<file path="config.mk">
export PLATFORM = sky130hd
export DESIGN_NAME = sha256_digest_out
export DESIGN_NICKNAME = d
export VERILOG_FILES = /design/src/sha256_pkg.sv /design/src/sha256_digest_out.sv
export SDC_FILE = /design/constraint.sdc
export NUM_CORES = 1
export LEC_CHECK = 0
export BUFFER_PORTS_ARGS = -buffer_cell sky130_fd_sc_hd__buf_2
export CORE_AREA = 8 8 195 197
export CTS_CLUSTER_DIAMETER = 50
export DETAILED_ROUTE_END_ITERATION = 7
export DIE_AREA = 0 0 203 205
export PLACE_DENSITY = 0.72
export SYNTH_ARGS = -nofsm -noshare
export SYNTH_HDL_FRONTEND = slang
export SYNTH_SLANG_ARGS = --single-unit
export TNS_END_PERCENT = 20
</file>
<file path="constraint.sdc">
create_clock -name CLK -period 2.09 [get_ports CLK]
set_input_delay 0 -clock CLK [delete_from_list [all_inputs] [get_ports CLK]]
set_output_delay 0 -clock CLK [all_outputs]
set_load 0.01 [all_outputs]
</file>
<file path="src/sha256_pkg.sv">
// SHA-256 shared definitions
package sha256_pkg;

	localparam int NUM_ROUNDS = 64;

	typedef logic [31:0] word_t;

	// Working variables a..h, a in the top bits
	typedef struct packed {
		word_t a;
		word_t b;
		word_t c;
		word_t d;
		word_t e;
		word_t f;
		word_t g;
		word_t h;
	} sha_state_t;

	// Index 0 is the oldest word and sits in the top bits
	typedef word_t [0:15] sched_win_t;

	typedef word_t [0:7] msg_block_t;

	localparam word_t ROUND_K [NUM_ROUNDS] = '{
		32'h428a2f98, 32'h71374491, 32'hb5c0fbcf, 32'he9b5dba5,
		32'h3956c25b, 32'h59f111f1, 32'h923f82a4, 32'hab1c5ed5,
		32'hd807aa98, 32'h12835b01, 32'h243185be, 32'h550c7dc3,
		32'h72be5d74, 32'h80deb1fe, 32'h9bdc06a7, 32'hc19bf174,
		32'he49b69c1, 32'hefbe4786, 32'h0fc19dc6, 32'h240ca1cc,
		32'h2de92c6f, 32'h4a7484aa, 32'h5cb0a9dc, 32'h76f988da,
		32'h983e5152, 32'ha831c66d, 32'hb00327c8, 32'hbf597fc7,
		32'hc6e00bf3, 32'hd5a79147, 32'h06ca6351, 32'h14292967,
		32'h27b70a85, 32'h2e1b2138, 32'h4d2c6dfc, 32'h53380d13,
		32'h650a7354, 32'h766a0abb, 32'h81c2c92e, 32'h92722c85,
		32'ha2bfe8a1, 32'ha81a664b, 32'hc24b8b70, 32'hc76c51a3,
		32'hd192e819, 32'hd6990624, 32'hf40e3585, 32'h106aa070,
		32'h19a4c116, 32'h1e376c08, 32'h2748774c, 32'h34b0bcb5,
		32'h391c0cb3, 32'h4ed8aa4a, 32'h5b9cca4f, 32'h682e6ff3,
		32'h748f82ee, 32'h78a5636f, 32'h84c87814, 32'h8cc70208,
		32'h90befffa, 32'ha4506ceb, 32'hbef9a3f7, 32'hc67178f2
	};

	localparam sha_state_t H_INIT = '{
		a: 32'h6a09e667,
		b: 32'hbb67ae85,
		c: 32'h3c6ef372,
		d: 32'ha54ff53a,
		e: 32'h510e527f,
		f: 32'h9b05688c,
		g: 32'h1f83d9ab,
		h: 32'h5be0cd19
	};

	// Words 8..15 of the block: end marker, zeros, bit length 256
	localparam msg_block_t PAD_WORDS = {
		32'h80000000,
		32'h00000000,
		32'h00000000,
		32'h00000000,
		32'h00000000,
		32'h00000000,
		32'h00000000,
		32'h00000100
	};

	function automatic word_t rotr(word_t x, int unsigned n);
		return (x >> n) | (x << (32 - n));
	endfunction

	// Compression sigmas
	function automatic word_t bsig0(word_t x);
		return rotr(x, 2) ^ rotr(x, 13) ^ rotr(x, 22);
	endfunction

	function automatic word_t bsig1(word_t x);
		return rotr(x, 6) ^ rotr(x, 11) ^ rotr(x, 25);
	endfunction

	// Schedule sigmas
	function automatic word_t ssig0(word_t x);
		return rotr(x, 7) ^ rotr(x, 18) ^ (x >> 3);
	endfunction

	function automatic word_t ssig1(word_t x);
		return rotr(x, 17) ^ rotr(x, 19) ^ (x >> 10);
	endfunction

	function automatic word_t ch_f(word_t x, word_t y, word_t z);
		return (x & y) ^ (~x & z);
	endfunction

	function automatic word_t maj_f(word_t x, word_t y, word_t z);
		return (x & y) ^ (x & z) ^ (y & z);
	endfunction

endpackage

</file>
<file path="src/sha256_digest_out.sv">
// SHA-256 digest output stage
`timescale 1ns/1ps

module sha256_digest_out import sha256_pkg::*; (
	input  logic       CLK,
	input  logic       RST,
	input  logic       advance_i,
	input  sha_state_t state_i,
	output msg_block_t digest_o,
	output logic       valid_o
);

	// Strobes until the first block has left round 63
	localparam logic [6:0] FILL_DEPTH = 7'(NUM_ROUNDS + 1);

	// Working variables a..h map onto words 0..7
	localparam msg_block_t INIT_WORDS = msg_block_t'(H_INIT);

	logic [6:0] fill_cnt;
	msg_block_t final_words;
	msg_block_t digest_sum;

	assign final_words = msg_block_t'(state_i);

	always_comb begin
		for (int i = 0; i < 8; i++) begin
			digest_sum[i] = final_words[i] + INIT_WORDS[i];
		end
	end

	always_ff @(posedge CLK or negedge RST) begin
		if (!RST) begin
			fill_cnt <= '0;
			valid_o  <= 1'b0;
			digest_o <= '0;
		end else if (advance_i) begin
			if (fill_cnt == FILL_DEPTH) begin
				valid_o  <= 1'b1;
				digest_o <= digest_sum;
			end else begin
				// Round 63 holds no real block yet
				fill_cnt <= fill_cnt + 7'd1;
				valid_o  <= 1'b0;
				digest_o <= '0;
			end
		end
	end

endmodule

</file>
Word-level counts from Yosys, hierarchy flattened
Cells that the tools add are included.

Muxes and demuxes: 2. Bitwise operators: 1. Reductions and logical operators: 1. Equality and inequality tests: 1. Add/subtract/negate cells: 9.

Operator list (number): two-way mux 256 bit (1); adder 32 x 31 -> 32 bit (second input constant) (3); adder 32 bit (second input constant) (3); adder 32 x 29 -> 32 bit (second input constant) (1); adder 32 x 30 -> 32 bit (second input constant) (1); adder 7 x 1 -> 7 bit (second input constant) (1); == test 7 bit (second input constant) (1); AND reduction 2 bit (1); two-way mux 1 bit (1); NOT 1 bit (1).

Flip-flop bits (word level): 264.

Logic depth before layout (Yosys ltp)
Gate-level depths: netlist (run 1).

Depth in word-level cells: 3. Gate-level depth with buffers: 9.

Least setup slack after synthesis (run 1)
Ideal clock, no wire load.

Kind: reg2reg. Start point: reg fill_cnt[1]. End point: reg digest_o[108] in the netlist's numbering. Slack: 0.039 ns. Arrival time: 1.984 ns. Clock period less this slack: 2.051 ns. Path buffers: 2. Required time: 2.024 ns. Stages on the path, launching flop included: 9. Cells stage by stage: dfrtp_1 -> inv_1 -> ha_1 -> nor4b_1 -> nand3b_1 -> nor2_1 -> clkbuf_1 -> clkbuf_1 -> a22o_1.

Longest elaborated chain between the ends: 2.

Ends and longest elaborated chain: start, declared (RTL line sha256_digest_out.sv:19) `logic [6:0] fill_cnt;`; start signal, assigned (RTL line sha256_digest_out.sv:42) `fill_cnt <= fill_cnt + 7'd1;`; == test 7 bit (RTL line sha256_digest_out.sv:37) `if (fill_cnt == FILL_DEPTH) begin`; two-way mux 256 bit (RTL line sha256_digest_out.sv:37); end signal, assigned (RTL line sha256_digest_out.sv:39) `digest_o <= digest_sum;`; end, declared (RTL line sha256_digest_out.sv:9) `output msg_block_t digest_o,`.

Every way passes these cells. A chain may end at the register's enable or synchronous reset.

Final worst setup path (run 1)
Start point: in state_i[210] in the netlist's numbering. End point: reg digest_o[221] in the netlist's numbering.

Longest elaborated chain between the ends: 2.

Ends and longest elaborated chain: start, declared (RTL line sha256_digest_out.sv:8) `input sha_state_t state_i,`; adder 32 bit (RTL line sha256_digest_out.sv:27) `digest_sum[i] = final_words[i] + INIT_WORDS[i];`; two-way mux 256 bit (RTL line sha256_digest_out.sv:37).

Every way passes these cells.

==> impl_table.tex, run 1 <==
\begin{tabular}{lr}
\hline
Metric & Value \\
\hline
\multicolumn{2}{l}{\textbf{Yosys}} \\
Synth Flop Type & sky130\_fd\_sc\_hd\_\_dfrtp\_1 \\
Share of flip-flops with an asynchronous set or reset after synthesis & 100\% \\
Post-synthesis share of cell area spent on xor and xnor gates & between 10 and 15\% \\
Number of distinct standard cells referenced by the synthesized netlist & between 80 and 90 \\
Complex-gate fraction of the synthesized area & roughly a quarter \\
Average instance area after synthesis & a little under 10 sq um \\
Part of the Yosys area used for sequential elements & about 45\% \\
Dominant combinational cell family by area after synthesis & compound AO/OA/AOI/OAI gates \\
Mux share of post-synthesis cell area & less than 1\% \\
Count of yosys warnings during synthesis & 0 \\
EDFF count, synth & 0 \\
Synthesized instance count & between 1000 and 1500 \\
Net count after synthesis & about 1800 \\
Number of register bits inferred by synthesis & around 260 \\
Area share of and/or/nand/nor cells after synthesis & 14.3\% \\
Post-synthesis cell area & between 0.01 and 0.015 sq mm \\
Arithmetic-cell share of the synthesized area counting full adders, half adders and majority gates & 0.861\% \\
\multicolumn{2}{l}{\textbf{Global route}} \\
Number of global-route vias before repair & $\sim$17000 \\
Grt total ovfl & 0 \\
First-pass GRT wire length & around 94000 um \\
Largest net degree at the start of global routing & $\sim$110 \\
GRT Total Usage & 28.0\% \\
Number of antenna violations at the first check in global routing & 2 \\
\multicolumn{2}{l}{\textbf{Route}} \\
Number of iterations in the first detailed-routing pass & 5 \\
Residual DRC count & 0 \\
Via count normalized by instance count & 5.69 \\
First DRT Iteration DRCs & between 1000 and 1500 \\
Final WL & roughly 62000 um \\
Post-detailed-route count of antenna-violating nets & 0 \\
Routed wire length per instance & approximately 22 um \\
Vias after detailed routing & between 15000 and 20000 \\
\multicolumn{2}{l}{\textbf{Timing}} \\
Min Tclk post-route & between 2000 and 2500 ps \\
Final count of negative-setup-slack endpoints & 3 \\
Post-Route Setup TNS & -133 ps \\
Post-route setup slack & -53.2 ps \\
Post-route fraction of the period consumed by the critical path & 103\% \\
Rel. slew slack & around three fifths \\
Pin slew with the least headroom to its limit & 617 ps \\
Final clock skew & $\sim$18 ps \\
Number of slew-limit violations in the final report & 0 \\
RSZ-0062 raised after global routing & yes \\
Hold slack final & 42.6 ps \\
Final hold violation count & 0 \\
Achievable Freq & about 470 MHz \\
\multicolumn{2}{l}{\textbf{Final layout}} \\
Layout Utilization & 65.1\% \\
Nets & 2632 \\
Commonest non-fill, non-tap cell in the layout & sky130\_fd\_sc\_hd\_\_buf\_2 \\
Post-Layout Cell Count & 2853 \\
Final Instance Area & $\sim$0.023 sq mm \\
Most used cells in the layout excluding fill and tap cells & 512 x sky130\_fd\_sc\_hd\_\_buf\_2, 313 x sky130\_fd\_sc\_hd\_\_dlygate4sd3\_1, 264 x sky130\_fd\_sc\_hd\_\_dfrtp\_1, 144 x sky130\_fd\_sc\_hd\_\_nand2\_1, 136 x sky130\_fd\_sc\_hd\_\_a22o\_1 \\
Fraction of layout cells with a size suffix above 1 & between 30\% and 40\% \\
Area growth, synth to finish & 56.7\% \\
\multicolumn{2}{l}{\textbf{Floorplan}} \\
Die width & slightly above 200 um \\
Std-Cell Rows & 69 \\
Initial cell density of the core & approximately 42\% \\
Full die area & around 0.042 sq mm \\
I/O pin total & 516 \\
Die height & roughly 210 um \\
Area of the core & approximately 0.035 sq mm \\
\multicolumn{2}{l}{\textbf{Critical path}} \\
Critical-path maximum fanout & 3 \\
Kind of critical path & input port to register \\
Data arrival time of the worst path & around 2600 ps \\
Worst path required time & 2510 ps \\
Endpoint type of the worst setup path & register \\
Startpoint type of the worst setup path & input port \\
\multicolumn{2}{l}{\textbf{Clocking}} \\
Clock latency of the later-clocked register in the worst-skew pair & roughly 530 ps \\
Maximum buffer depth of the clock tree & 3 \\
CTS root buf & sky130\_fd\_sc\_hd\_\_clkbuf\_16 \\
Clock-pin slew of the registers on the worst-case setup and hold paths & $\sim$60 ps \\
Total number of H-tree levels & 2 \\
Count of clock tree sinks & about 260 \\
Clock tree from TritonCTS & done \\
Number of clock buffers inserted by TritonCTS & 37 \\
\multicolumn{2}{l}{\textbf{Power}} \\
Clock power frac & between 40 and 50\% \\
Power density over the cells & $\sim$620 mW/mm\^{}2 \\
Gate power share & around 18\% \\
Sw Ratio & 27.2\% \\
Total chip power & 14.0 mW \\
Sw power & 3.81 mW \\
Part of the total power dissipated in sequential elements & between 30 and 40\% \\
Internal Pwr Total & 10.2 mW \\
Maximum VDD drop & about 0.00045 V \\
Standby leakage power & between 10 and 15 nW \\
\multicolumn{2}{l}{\textbf{Placement}} \\
Final estimated routing congestion in global placement & just over 0.9 \\
Number of buffers inserted by port buffering & between 500 and 600 \\
Number of instances in the placed design & roughly 2500 \\
Post-detail-place hpwl & roughly 41000 um \\
Cell Area, Placed & between 0.015 and 0.02 sq mm \\
Setup Slack @ Placement & -49.1 ps \\
\multicolumn{2}{l}{\textbf{Run status}} \\
Failing checks & negative setup slack \\
Run status & complete, but fails checks \\
\multicolumn{2}{l}{\textbf{Min path}} \\
Hold WC Path Type & input port to register \\
\multicolumn{2}{l}{\textbf{Job}} \\
Max-capacitance violation count & 0 \\
\hline
\end{tabular}
-- logic make-up after synthesis --
family                   after synthesis
buffers and inverters                120
AO/OA/AOI/OAI                        455
multiplexers                           3
AND/OR/NAND/NOR                      428
XOR/XNOR                             206
flip-flops                           264
adder cells (fa/ha/maj)               10
-- repair_timing --
action | 4_1_cts | 5_1_grt
buffers inserted | 1 | 6
endpoints found under the hold margin | 521 | 0
setup endpoints to repair | 4 | 123
resized for setup | 0 | 50
pin swaps | 1 | 11
hold buffers | 314 | 0
-- worst paths after layout --
kind / start / end / slack, ps / cells past startpoint
worst max-delay path: state_i[210] / digest_o[221] / -50 / 9
worst min-delay path: state_i[199] / digest_o[201] / 40 / 5
worst max register to register: fill_cnt[1] / digest_o[236] / 100 / 8
worst min register to register: digest_o[144] / digest_o[144] / 470 / 2
max in group asynchronous: RST / digest_o[120] / 640 / 4
min in group asynchronous: RST / digest_o[119] / 540 / 3
-- Yosys cell counts, types with 43 or more instances --
master / n / area [sq um]
sky130_fd_sc_hd__inv_1: 53 / 199
sky130_fd_sc_hd__nand3_1: 56 / 280
sky130_fd_sc_hd__xor2_1: 100 / 876
sky130_fd_sc_hd__dfrtp_1: 264 / 6610
sky130_fd_sc_hd__o21ai_0: 82 / 410
sky130_fd_sc_hd__clkbuf_1: 61 / 229
sky130_fd_sc_hd__a22o_1: 136 / 1190
sky130_fd_sc_hd__nand2_1: 145 / 544
sky130_fd_sc_hd__o31ai_1: 52 / 390
sky130_fd_sc_hd__a21oi_1: 43 / 215
sky130_fd_sc_hd__xnor2_1: 106 / 928
sky130_fd_sc_hd__nor2_1: 88 / 330
-- routing by layer --
metal  part of all wire (%)  global-route usage [%]  vias up
met5                      0                       0        -
met2                     48                    46.3     1038
met3                    9.3                    6.72      235
li1                       -                       -     7180
met1                     37                    33.0     7777
met4                    5.7                    16.3        0
-- power by group through the flow --
| stage | Combinational, mW | Sequential [mW] | Clock, mW |
|---|---|---|---|
| detailed placement | 1.83 | 5.35 | 0 |
| global route | 2.72 | 5.28 | 6.54 |
| global placement | 1.80 | 5.35 | 0 |
| CTS | 2.38 | 5.26 | 6.31 |
| floorplan | 0.901 | 5.36 | 0 |
| finish | 2.52 | 5.27 | 6.22 |
-- critical path: stages --
cell                            delay [ps]
sky130_fd_sc_hd__dlygate4sd3_1         540
sky130_fd_sc_hd__buf_2                 150
sky130_fd_sc_hd__or4_4                 560
sky130_fd_sc_hd__nor2_2                150
sky130_fd_sc_hd__a21oi_4                90
sky130_fd_sc_hd__nor3_2                140
sky130_fd_sc_hd__xnor2_1                90
sky130_fd_sc_hd__dlygate4sd3_1         600
sky130_fd_sc_hd__o31ai_2               230
-- sequential cells by signal (all words and copies together) (netlist names) --
signal / count
digest_o: 256
fill_cnt: 7
valid_o: 1
-- cell type report --
| class | count | area (sq um) |
|---|---|---|
| flip-flops and latches | 264 | 6610 |
| inverters | 54 | 210 |
| well taps | 461 | 577 |
| multi-input cells | 1102 | 7720 |
| diodes | 5 | 12.5 |
| fillers | 2607 | 12200 |
| repair buffers | 904 | 6450 |
| clock inverters | 18 | 213 |
| clock buffers | 45 | 986 |
Note: power is estimated with default switching activity, not from simulation.
==> run 2, diff against run 1 <==
- CORE_AREA: 8 8 195 197 -> not set
- CORE_MARGIN: not set -> 5
- CORE_UTILIZATION: not set -> 30
- DIE_AREA: 0 0 203 205 -> not set
- PLACE_DENSITY: 0.72 -> not set
==> run 2 against run 1 <==
Against the previous run: the run still ends with negative setup slack left; clock skew increased by 1.7 ps; first-iteration DRC count decreased by 11%; maximum frequency increased by 2.2%; routed wire length decreased by 4.0%; sequential power about the same; core utilization decreased by 17 points; combinational power about the same; largest cell class unchanged; largest power group unchanged.
==> impl_table.tex, run 2 (synthesis results as in run 1) <==
\begin{tabular}{lr}
\hline
Metric & Value \\
\hline
\multicolumn{2}{l}{\textbf{Run status}} \\
Run status & complete, but fails checks \\
Failing checks & negative setup slack \\
\multicolumn{2}{l}{\textbf{Critical path}} \\
Worst path required time & 2510 ps \\
Kind of critical path & input port to register \\
Critical-path maximum fanout & 4 \\
Cell depth of the worst flop-to-flop path & 6 \\
Delay-heaviest family, CP & buffers and inverters \\
Startpoint type of the worst setup path & input port \\
Standard cell with the maximum stage delay on the critical path & sky130\_fd\_sc\_hd\_\_dlygate4sd3\_1 \\
Delay of the slowest critical-path stage & roughly 570 ps \\
Endpoint type of the worst setup path & register \\
Cell count along the critical path & 8 \\
Data arrival time of the worst path & approximately 2500 ps \\
Launching instance or port of the critical path & state\_i[130] \\
Critical-path cell list & dlygate4sd3\_1, buf\_2, ha\_1, or4\_4, a31oi\_4, xnor2\_1, dlygate4sd3\_1, a22o\_1 \\
Worst flop-to-flop path startpoint & fill\_cnt[0] \\
Library cell appearing most often on the critical path & sky130\_fd\_sc\_hd\_\_dlygate4sd3\_1 \\
Crit path buffers/inverters & 3 \\
\multicolumn{2}{l}{\textbf{Route}} \\
Final WL & 59300 um \\
Number of iterations in the first detailed-routing pass & 5 \\
Highest metal layer used by the detailed router & met5 \\
Via count normalized by instance count & between 5 and 6 \\
Routed met2 length & 28500 um \\
Routed wire length per instance & 19.6 um \\
Vias after detailed routing & 15600 \\
Post-detailed-route count of antenna-violating nets & 0 \\
Post-route met1 wirelength & about 24000 um \\
Met3 routed WL & 4280 um \\
Residual DRC count & 0 \\
First DRT Iteration DRCs & 991 \\
\multicolumn{2}{l}{\textbf{Timing}} \\
Final clock skew & about 20 ps \\
Pin slew with the least headroom to its limit & 597 ps \\
Min Tclk post-route & between 2000 and 2500 ps \\
Post-Route Setup TNS & -6.19 ps \\
Final count of negative-setup-slack endpoints & 1 \\
Achievable Freq & between 400 and 500 MHz \\
Post-route fraction of the period consumed by the critical path & 100\% \\
Number of slew-limit violations in the final report & 0 \\
Rel. slew slack & between 50\% and 60\% \\
Final hold violation count & 0 \\
Post-route setup slack & -6.19 ps \\
RSZ-0062 raised after global routing & yes \\
Hold slack final & between 15 and 20 ps \\
\multicolumn{2}{l}{\textbf{Clocking}} \\
Clock-pin slew of the registers on the worst-case setup and hold paths & $\sim$50 ps \\
Clock tree from TritonCTS & done \\
CTS root buf & sky130\_fd\_sc\_hd\_\_clkbuf\_16 \\
Total number of H-tree levels & 2 \\
Maximum buffer depth of the clock tree & 3 \\
Count of clock tree sinks & between 200 and 300 \\
Clock latency of the later-clocked register in the worst-skew pair & between 500 and 600 ps \\
Number of clock buffers inserted by TritonCTS & 41 \\
\multicolumn{2}{l}{\textbf{Min path}} \\
Hold WC Path Type & input port to async pin \\
\multicolumn{2}{l}{\textbf{Global route}} \\
Number of antenna violations at the first check in global routing & 6 \\
First-pass GRT wire length & 92000 um \\
Grt total ovfl & 0 \\
Number of global-route vias before repair & approximately 16000 \\
GRT Total Usage & between 20\% and 30\% \\
Largest net degree at the start of global routing & just under 80 \\
\multicolumn{2}{l}{\textbf{Power}} \\
Internal Pwr Total & about 11 mW \\
Maximum VDD drop & between 0.0005 and 0.0006 V \\
Gate power share & between 10\% and 20\% \\
Sw Ratio & between 20\% and 30\% \\
Clock power frac & between 40\% and 50\% \\
Standby leakage power & 11.2 nW \\
Part of the total power dissipated in sequential elements & 35.3\% \\
Sw power & $\sim$4 mW \\
Total chip power & 14.9 mW \\
Power density over the cells & 641 mW/mm\^{}2 \\
\multicolumn{2}{l}{\textbf{Final layout}} \\
FILL cells & between 4000 and 5000 \\
Largest regs & digest\_o x256, fill\_cnt x7, valid\_o x1 \\
Most used cells in the layout excluding fill and tap cells & 510 x sky130\_fd\_sc\_hd\_\_buf\_2, 313 x sky130\_fd\_sc\_hd\_\_dlygate4sd3\_1, 264 x sky130\_fd\_sc\_hd\_\_dfrtp\_1, 141 x sky130\_fd\_sc\_hd\_\_nand2\_1, 136 x sky130\_fd\_sc\_hd\_\_a22o\_1 \\
Fraction of layout cells with a size suffix above 1 & just over 30\% \\
Commonest non-fill, non-tap cell in the layout & sky130\_fd\_sc\_hd\_\_buf\_2 \\
Post-Layout Cell Count & slightly above 3000 \\
Nets & $\sim$2600 \\
Area growth, synth to finish & 60.0\% \\
Flip-flop count of the largest register after layout & $\sim$260 \\
Final Instance Area & 0.0232 sq mm \\
Layout Utilization & between 40\% and 50\% \\
Register containing the most flip-flops in the final layout & digest\_o \\
\multicolumn{2}{l}{\textbf{Placement}} \\
Cell Area, Placed & between 0.015 and 0.02 sq mm \\
Final estimated routing congestion in global placement & $\sim$0.95 \\
Number of buffers inserted by port buffering & 515 \\
Setup Slack @ Placement & -151 ps \\
Number of instances in the placed design & $\sim$2600 \\
Post-detail-place hpwl & 41800 um \\
\multicolumn{2}{l}{\textbf{Floorplan}} \\
Std-Cell Rows & 80 \\
Full die area & 0.0529 sq mm \\
Area of the core & approximately 0.048 sq mm \\
Initial cell density of the core & slightly above 30\% \\
Die width & 230 um \\
Die height & $\sim$230 um \\
I/O pin total & slightly above 500 \\
\multicolumn{2}{l}{\textbf{Job}} \\
Max-capacitance violation count & 0 \\
\hline
\end{tabular}
## run 2: layout make-up
class / instances / area [sq um] / area share, %
Multi-Input combinational cell: 1102 / 7680 / 33.1
Sequential cell: 264 / 6610 / 28.4
Timing Repair Buffer: 915 / 6520 / 28.1
Clock buffer: 57 / 1210 / 5.20
Tap cell: 615 / 769 / 3.31
Clock inverter: 19 / 229 / 0.985
Inverter: 54 / 210 / 0.904
Antenna cell: 7 / 17.5 / 0.0753
## run 2: final timing paths
path                                 endpoint  slack [ps]
worst min register to register  digest_o[129]         480
min in group CLK                 digest_o[21]          30
worst min-delay path            digest_o[119]          20
worst max-delay path            digest_o[137]          -6
max in group asynchronous       digest_o[174]        1130
worst max register to register  digest_o[133]         200
## run 2: power groups by stage
stage,sequential [mW],clock (mW),combinational (mW)
floorplan,5.36,0,0.901
global placement,5.35,0,1.83
detailed placement,5.35,0,1.85
CTS,5.26,7.34,2.41
global route,5.28,7.57,2.71
finish,5.27,7.15,2.49
## run 2: routing by layer
layer	global-route usage [%]	up-vias
met4	7.73	2
li1	-	7216
met5	0	-
met1	26.5	7538
met3	5.54	146
met2	36.0	685
## run 2: what timing repair did
| item | 4_1_cts | 5_1_grt |
|---|---|---|
| resized for setup | 0 | 45 |
| endpoints found under the setup margin | 0 | 106 |
| endpoints found under the hold margin | 524 | 0 |
| buffers inserted | 0 | 3 |
| hold buffers | 315 | 0 |
==> run 3, diff against run 2 <==
- GPL_TIMING_DRIVEN: not set -> 0
==> run 3 against run 2 <==
Against the previous run: the flow still finishes with violations (negative setup slack); non-clock buffer count grew 24; final area grew 1.2%; count of clock-buffer cells in the layout grew 2; first-iteration DRC count shrank 4.6%; sequential power is essentially flat; critical path depth is the same; largest cell class unchanged.
==> impl_table.tex, run 3 (synthesis results as in run 1) <==
\begin{tabular}{lr}
\hline
Metric & Value \\
\hline
\multicolumn{2}{l}{\textbf{Run status}} \\
Run status & complete, but fails checks \\
Failing checks & negative setup slack \\
\multicolumn{2}{l}{\textbf{Route}} \\
First DRT Iteration DRCs & about 950 \\
Vias after detailed routing & approximately 16000 \\
Number of iterations in the first detailed-routing pass & 5 \\
Routed wire length per instance & roughly 23 um \\
Final WL & about 69000 um \\
Residual DRC count & 0 \\
Post-detailed-route count of antenna-violating nets & 0 \\
Via count normalized by instance count & approximately 5.3 \\
\multicolumn{2}{l}{\textbf{Final layout}} \\
Largest regs & digest\_o x256, fill\_cnt x7, valid\_o x1 \\
Register containing the most flip-flops in the final layout & digest\_o \\
FILL cells & about 4400 \\
Combined flip-flop and latch cell area & 0.00661 sq mm \\
Combined area of the multi-input logic cells & slightly below 0.008 sq mm \\
Nets & between 2000 and 3000 \\
Commonest non-fill, non-tap cell in the layout & sky130\_fd\_sc\_hd\_\_buf\_2 \\
Most used cells in the layout excluding fill and tap cells & 516 x sky130\_fd\_sc\_hd\_\_buf\_2, 350 x sky130\_fd\_sc\_hd\_\_dlygate4sd3\_1, 264 x sky130\_fd\_sc\_hd\_\_dfrtp\_1, 142 x sky130\_fd\_sc\_hd\_\_nand2\_1, 136 x sky130\_fd\_sc\_hd\_\_a22o\_1 \\
Final Instance Area & 0.0235 sq mm \\
Fraction of layout cells with a size suffix above 1 & 29.0\% \\
Area growth, synth to finish & 62.0\% \\
Post-Layout Cell Count & roughly 3100 \\
Flip-flop count of the largest register after layout & 256 \\
\multicolumn{2}{l}{\textbf{Global route}} \\
First-pass GRT wire length & just over 100000 um \\
Largest net degree at the start of global routing & 108 \\
Number of global-route vias before repair & 16700 \\
Grt total ovfl & 0 \\
Number of antenna violations at the first check in global routing & 6 \\
GRT Total Usage & 24.9\% \\
\multicolumn{2}{l}{\textbf{Placement}} \\
Final estimated routing congestion in global placement & just over 0.9 \\
Cell Area, Placed & $\sim$0.018 sq mm \\
Number of buffers inserted by port buffering & roughly 510 \\
Post-detail-place hpwl & 48500 um \\
Number of instances in the placed design & approximately 2600 \\
\multicolumn{2}{l}{\textbf{Critical path}} \\
Cell depth of the worst flop-to-flop path & 7 \\
Data arrival time of the worst path & approximately 2600 ps \\
Critical-path maximum fanout & 5 \\
Worst reg2reg path endpoint & digest\_o[54] \\
Worst flop-to-flop path startpoint & fill\_cnt[1] \\
Kind of critical path & input port to register \\
Startpoint type of the worst setup path & input port \\
Endpoint type of the worst setup path & register \\
Worst path required time & between 2000 and 3000 ps \\
Slack of the worst reg-to-reg path & $\sim$100 ps \\
\multicolumn{2}{l}{\textbf{Timing}} \\
Min Tclk post-route & roughly 2100 ps \\
Post-route fraction of the period consumed by the critical path & 101\% \\
Final count of negative-setup-slack endpoints & 1 \\
RSZ-0062 raised after global routing & yes \\
Rel. slew slack & about 26\% \\
Final hold violation count & 0 \\
Post-route setup slack & -22.9 ps \\
Final clock skew & 16.3 ps \\
Achievable Freq & between 400 and 500 MHz \\
Number of slew-limit violations in the final report & 0 \\
Post-Route Setup TNS & -22.9 ps \\
Pin slew with the least headroom to its limit & roughly 1100 ps \\
\multicolumn{2}{l}{\textbf{Clocking}} \\
CTS root buf & sky130\_fd\_sc\_hd\_\_clkbuf\_16 \\
Number of clock buffers inserted by TritonCTS & 46 \\
Count of clock tree sinks & between 200 and 300 \\
Maximum buffer depth of the clock tree & 3 \\
Total number of H-tree levels & 2 \\
Clock tree from TritonCTS & done \\
Clock latency of the later-clocked register in the worst-skew pair & about 560 ps \\
Clock-pin slew of the registers on the worst-case setup and hold paths & about 50 ps \\
\multicolumn{2}{l}{\textbf{Floorplan}} \\
Die height & between 200 and 250 um \\
I/O pin total & just over 500 \\
Initial cell density of the core & 30.4\% \\
Area of the core & $\sim$0.048 sq mm \\
Full die area & 0.0529 sq mm \\
Std-Cell Rows & 80 \\
Die width & 230 um \\
\multicolumn{2}{l}{\textbf{Min path}} \\
Hold WC Path Type & input port to register \\
Instance count along the most critical hold path & 5 \\
Hold path startpoint & state\_i[147] \\
Worst-case hold path end point & digest\_o[147] \\
\multicolumn{2}{l}{\textbf{Power}} \\
Internal Pwr Total & 11.6 mW \\
Power density over the cells & just under 700 mW/mm\^{}2 \\
Gate power share & 16.4\% \\
Sw Ratio & 27.1\% \\
Total chip power & $\sim$16 mW \\
Clock power frac & 50.2\% \\
Sw power & 4.30 mW \\
Part of the total power dissipated in sequential elements & 33.4\% \\
Maximum VDD drop & 0.000482 V \\
Standby leakage power & approximately 11 nW \\
\multicolumn{2}{l}{\textbf{Job}} \\
Max-capacitance violation count & 0 \\
\hline
\end{tabular}
[run 3: layout make-up]
class,count,area share [%]
multi-input combinational,1102,33.0
sequential,264,28.1
timing repair buffer,873,26.3
clock buffer,59,5.44
tap,615,3.27
buffer,66,1.63
clock inverter,24,1.39
inverter,54,0.861
antenna,5,0.0532
[run 3: worst max-delay path by stage]
stage | start | endpoint | slack, ps | depth (start not counted)
final | state_i[169] | digest_o[175] | -20 | 8
after CTS | fill_cnt[0] | digest_o[251] | -20 | 6
after detailed placement | fill_cnt[1] | digest_o[41] | -1620 | 8
after global routing | state_i[169] | digest_o[179] | -50 | 9
after global placement | RST | digest_o[232] | -4110 | 1
after floorplan | fill_cnt[1] | digest_o[108] | 40 | 8
[run 3: metal layers]
layer	routed length, um	global-route usage (%)	up-vias
met2	33300	42.7	741
li1	-	-	7301
met3	4460	5.21	197
met1	28000	30.4	7875
met5	27	0	-
met4	3290	10.7	4
[run 3: critical path: stages]
cell                            delay, ps
sky130_fd_sc_hd__dlygate4sd3_1        560
sky130_fd_sc_hd__buf_2                170
sky130_fd_sc_hd__o311ai_1             450
sky130_fd_sc_hd__a31oi_4               90
sky130_fd_sc_hd__o41ai_1              350
sky130_fd_sc_hd__dlygate4sd3_1        610
sky130_fd_sc_hd__o21ai_0              100
sky130_fd_sc_hd__a22o_1               210
[run 3: repair_timing]
item | CTS | global route
endpoints found under the setup margin | 259 | 232
hold buffers | 349 | 1
pin swaps | 1 | 13
endpoints found under the hold margin | 519 | 1
buffers inserted | 1 | 6
resized for setup | 52 | 95
[run 3: power by group through the flow]
stage | Combinational, mW | Sequential [mW] | Clock [mW]
2_1_floorplan | 0.901 | 5.36 | 0
3_5_place_dp | 1.83 | 5.37 | 0
3_3_place_gp | 1.80 | 5.36 | 0
5_1_grt | 2.82 | 5.31 | 8.33
6_report | 2.61 | 5.30 | 7.98
4_1_cts | 2.50 | 5.29 | 8.12
[run 3: through the flow]
step / hold WS, ps / setup WS (ps) / utilization, %
floorplan: -296 / 39.4 / -
global placement: 231 / -4110 / 37.4
detailed placement: 8.68 / -1620 / 37.5
CTS: -137 / -24.4 / 48.4
global route: 29.9 / -48.0 / 49.2
finish: 30.1 / -22.9 / 49.2
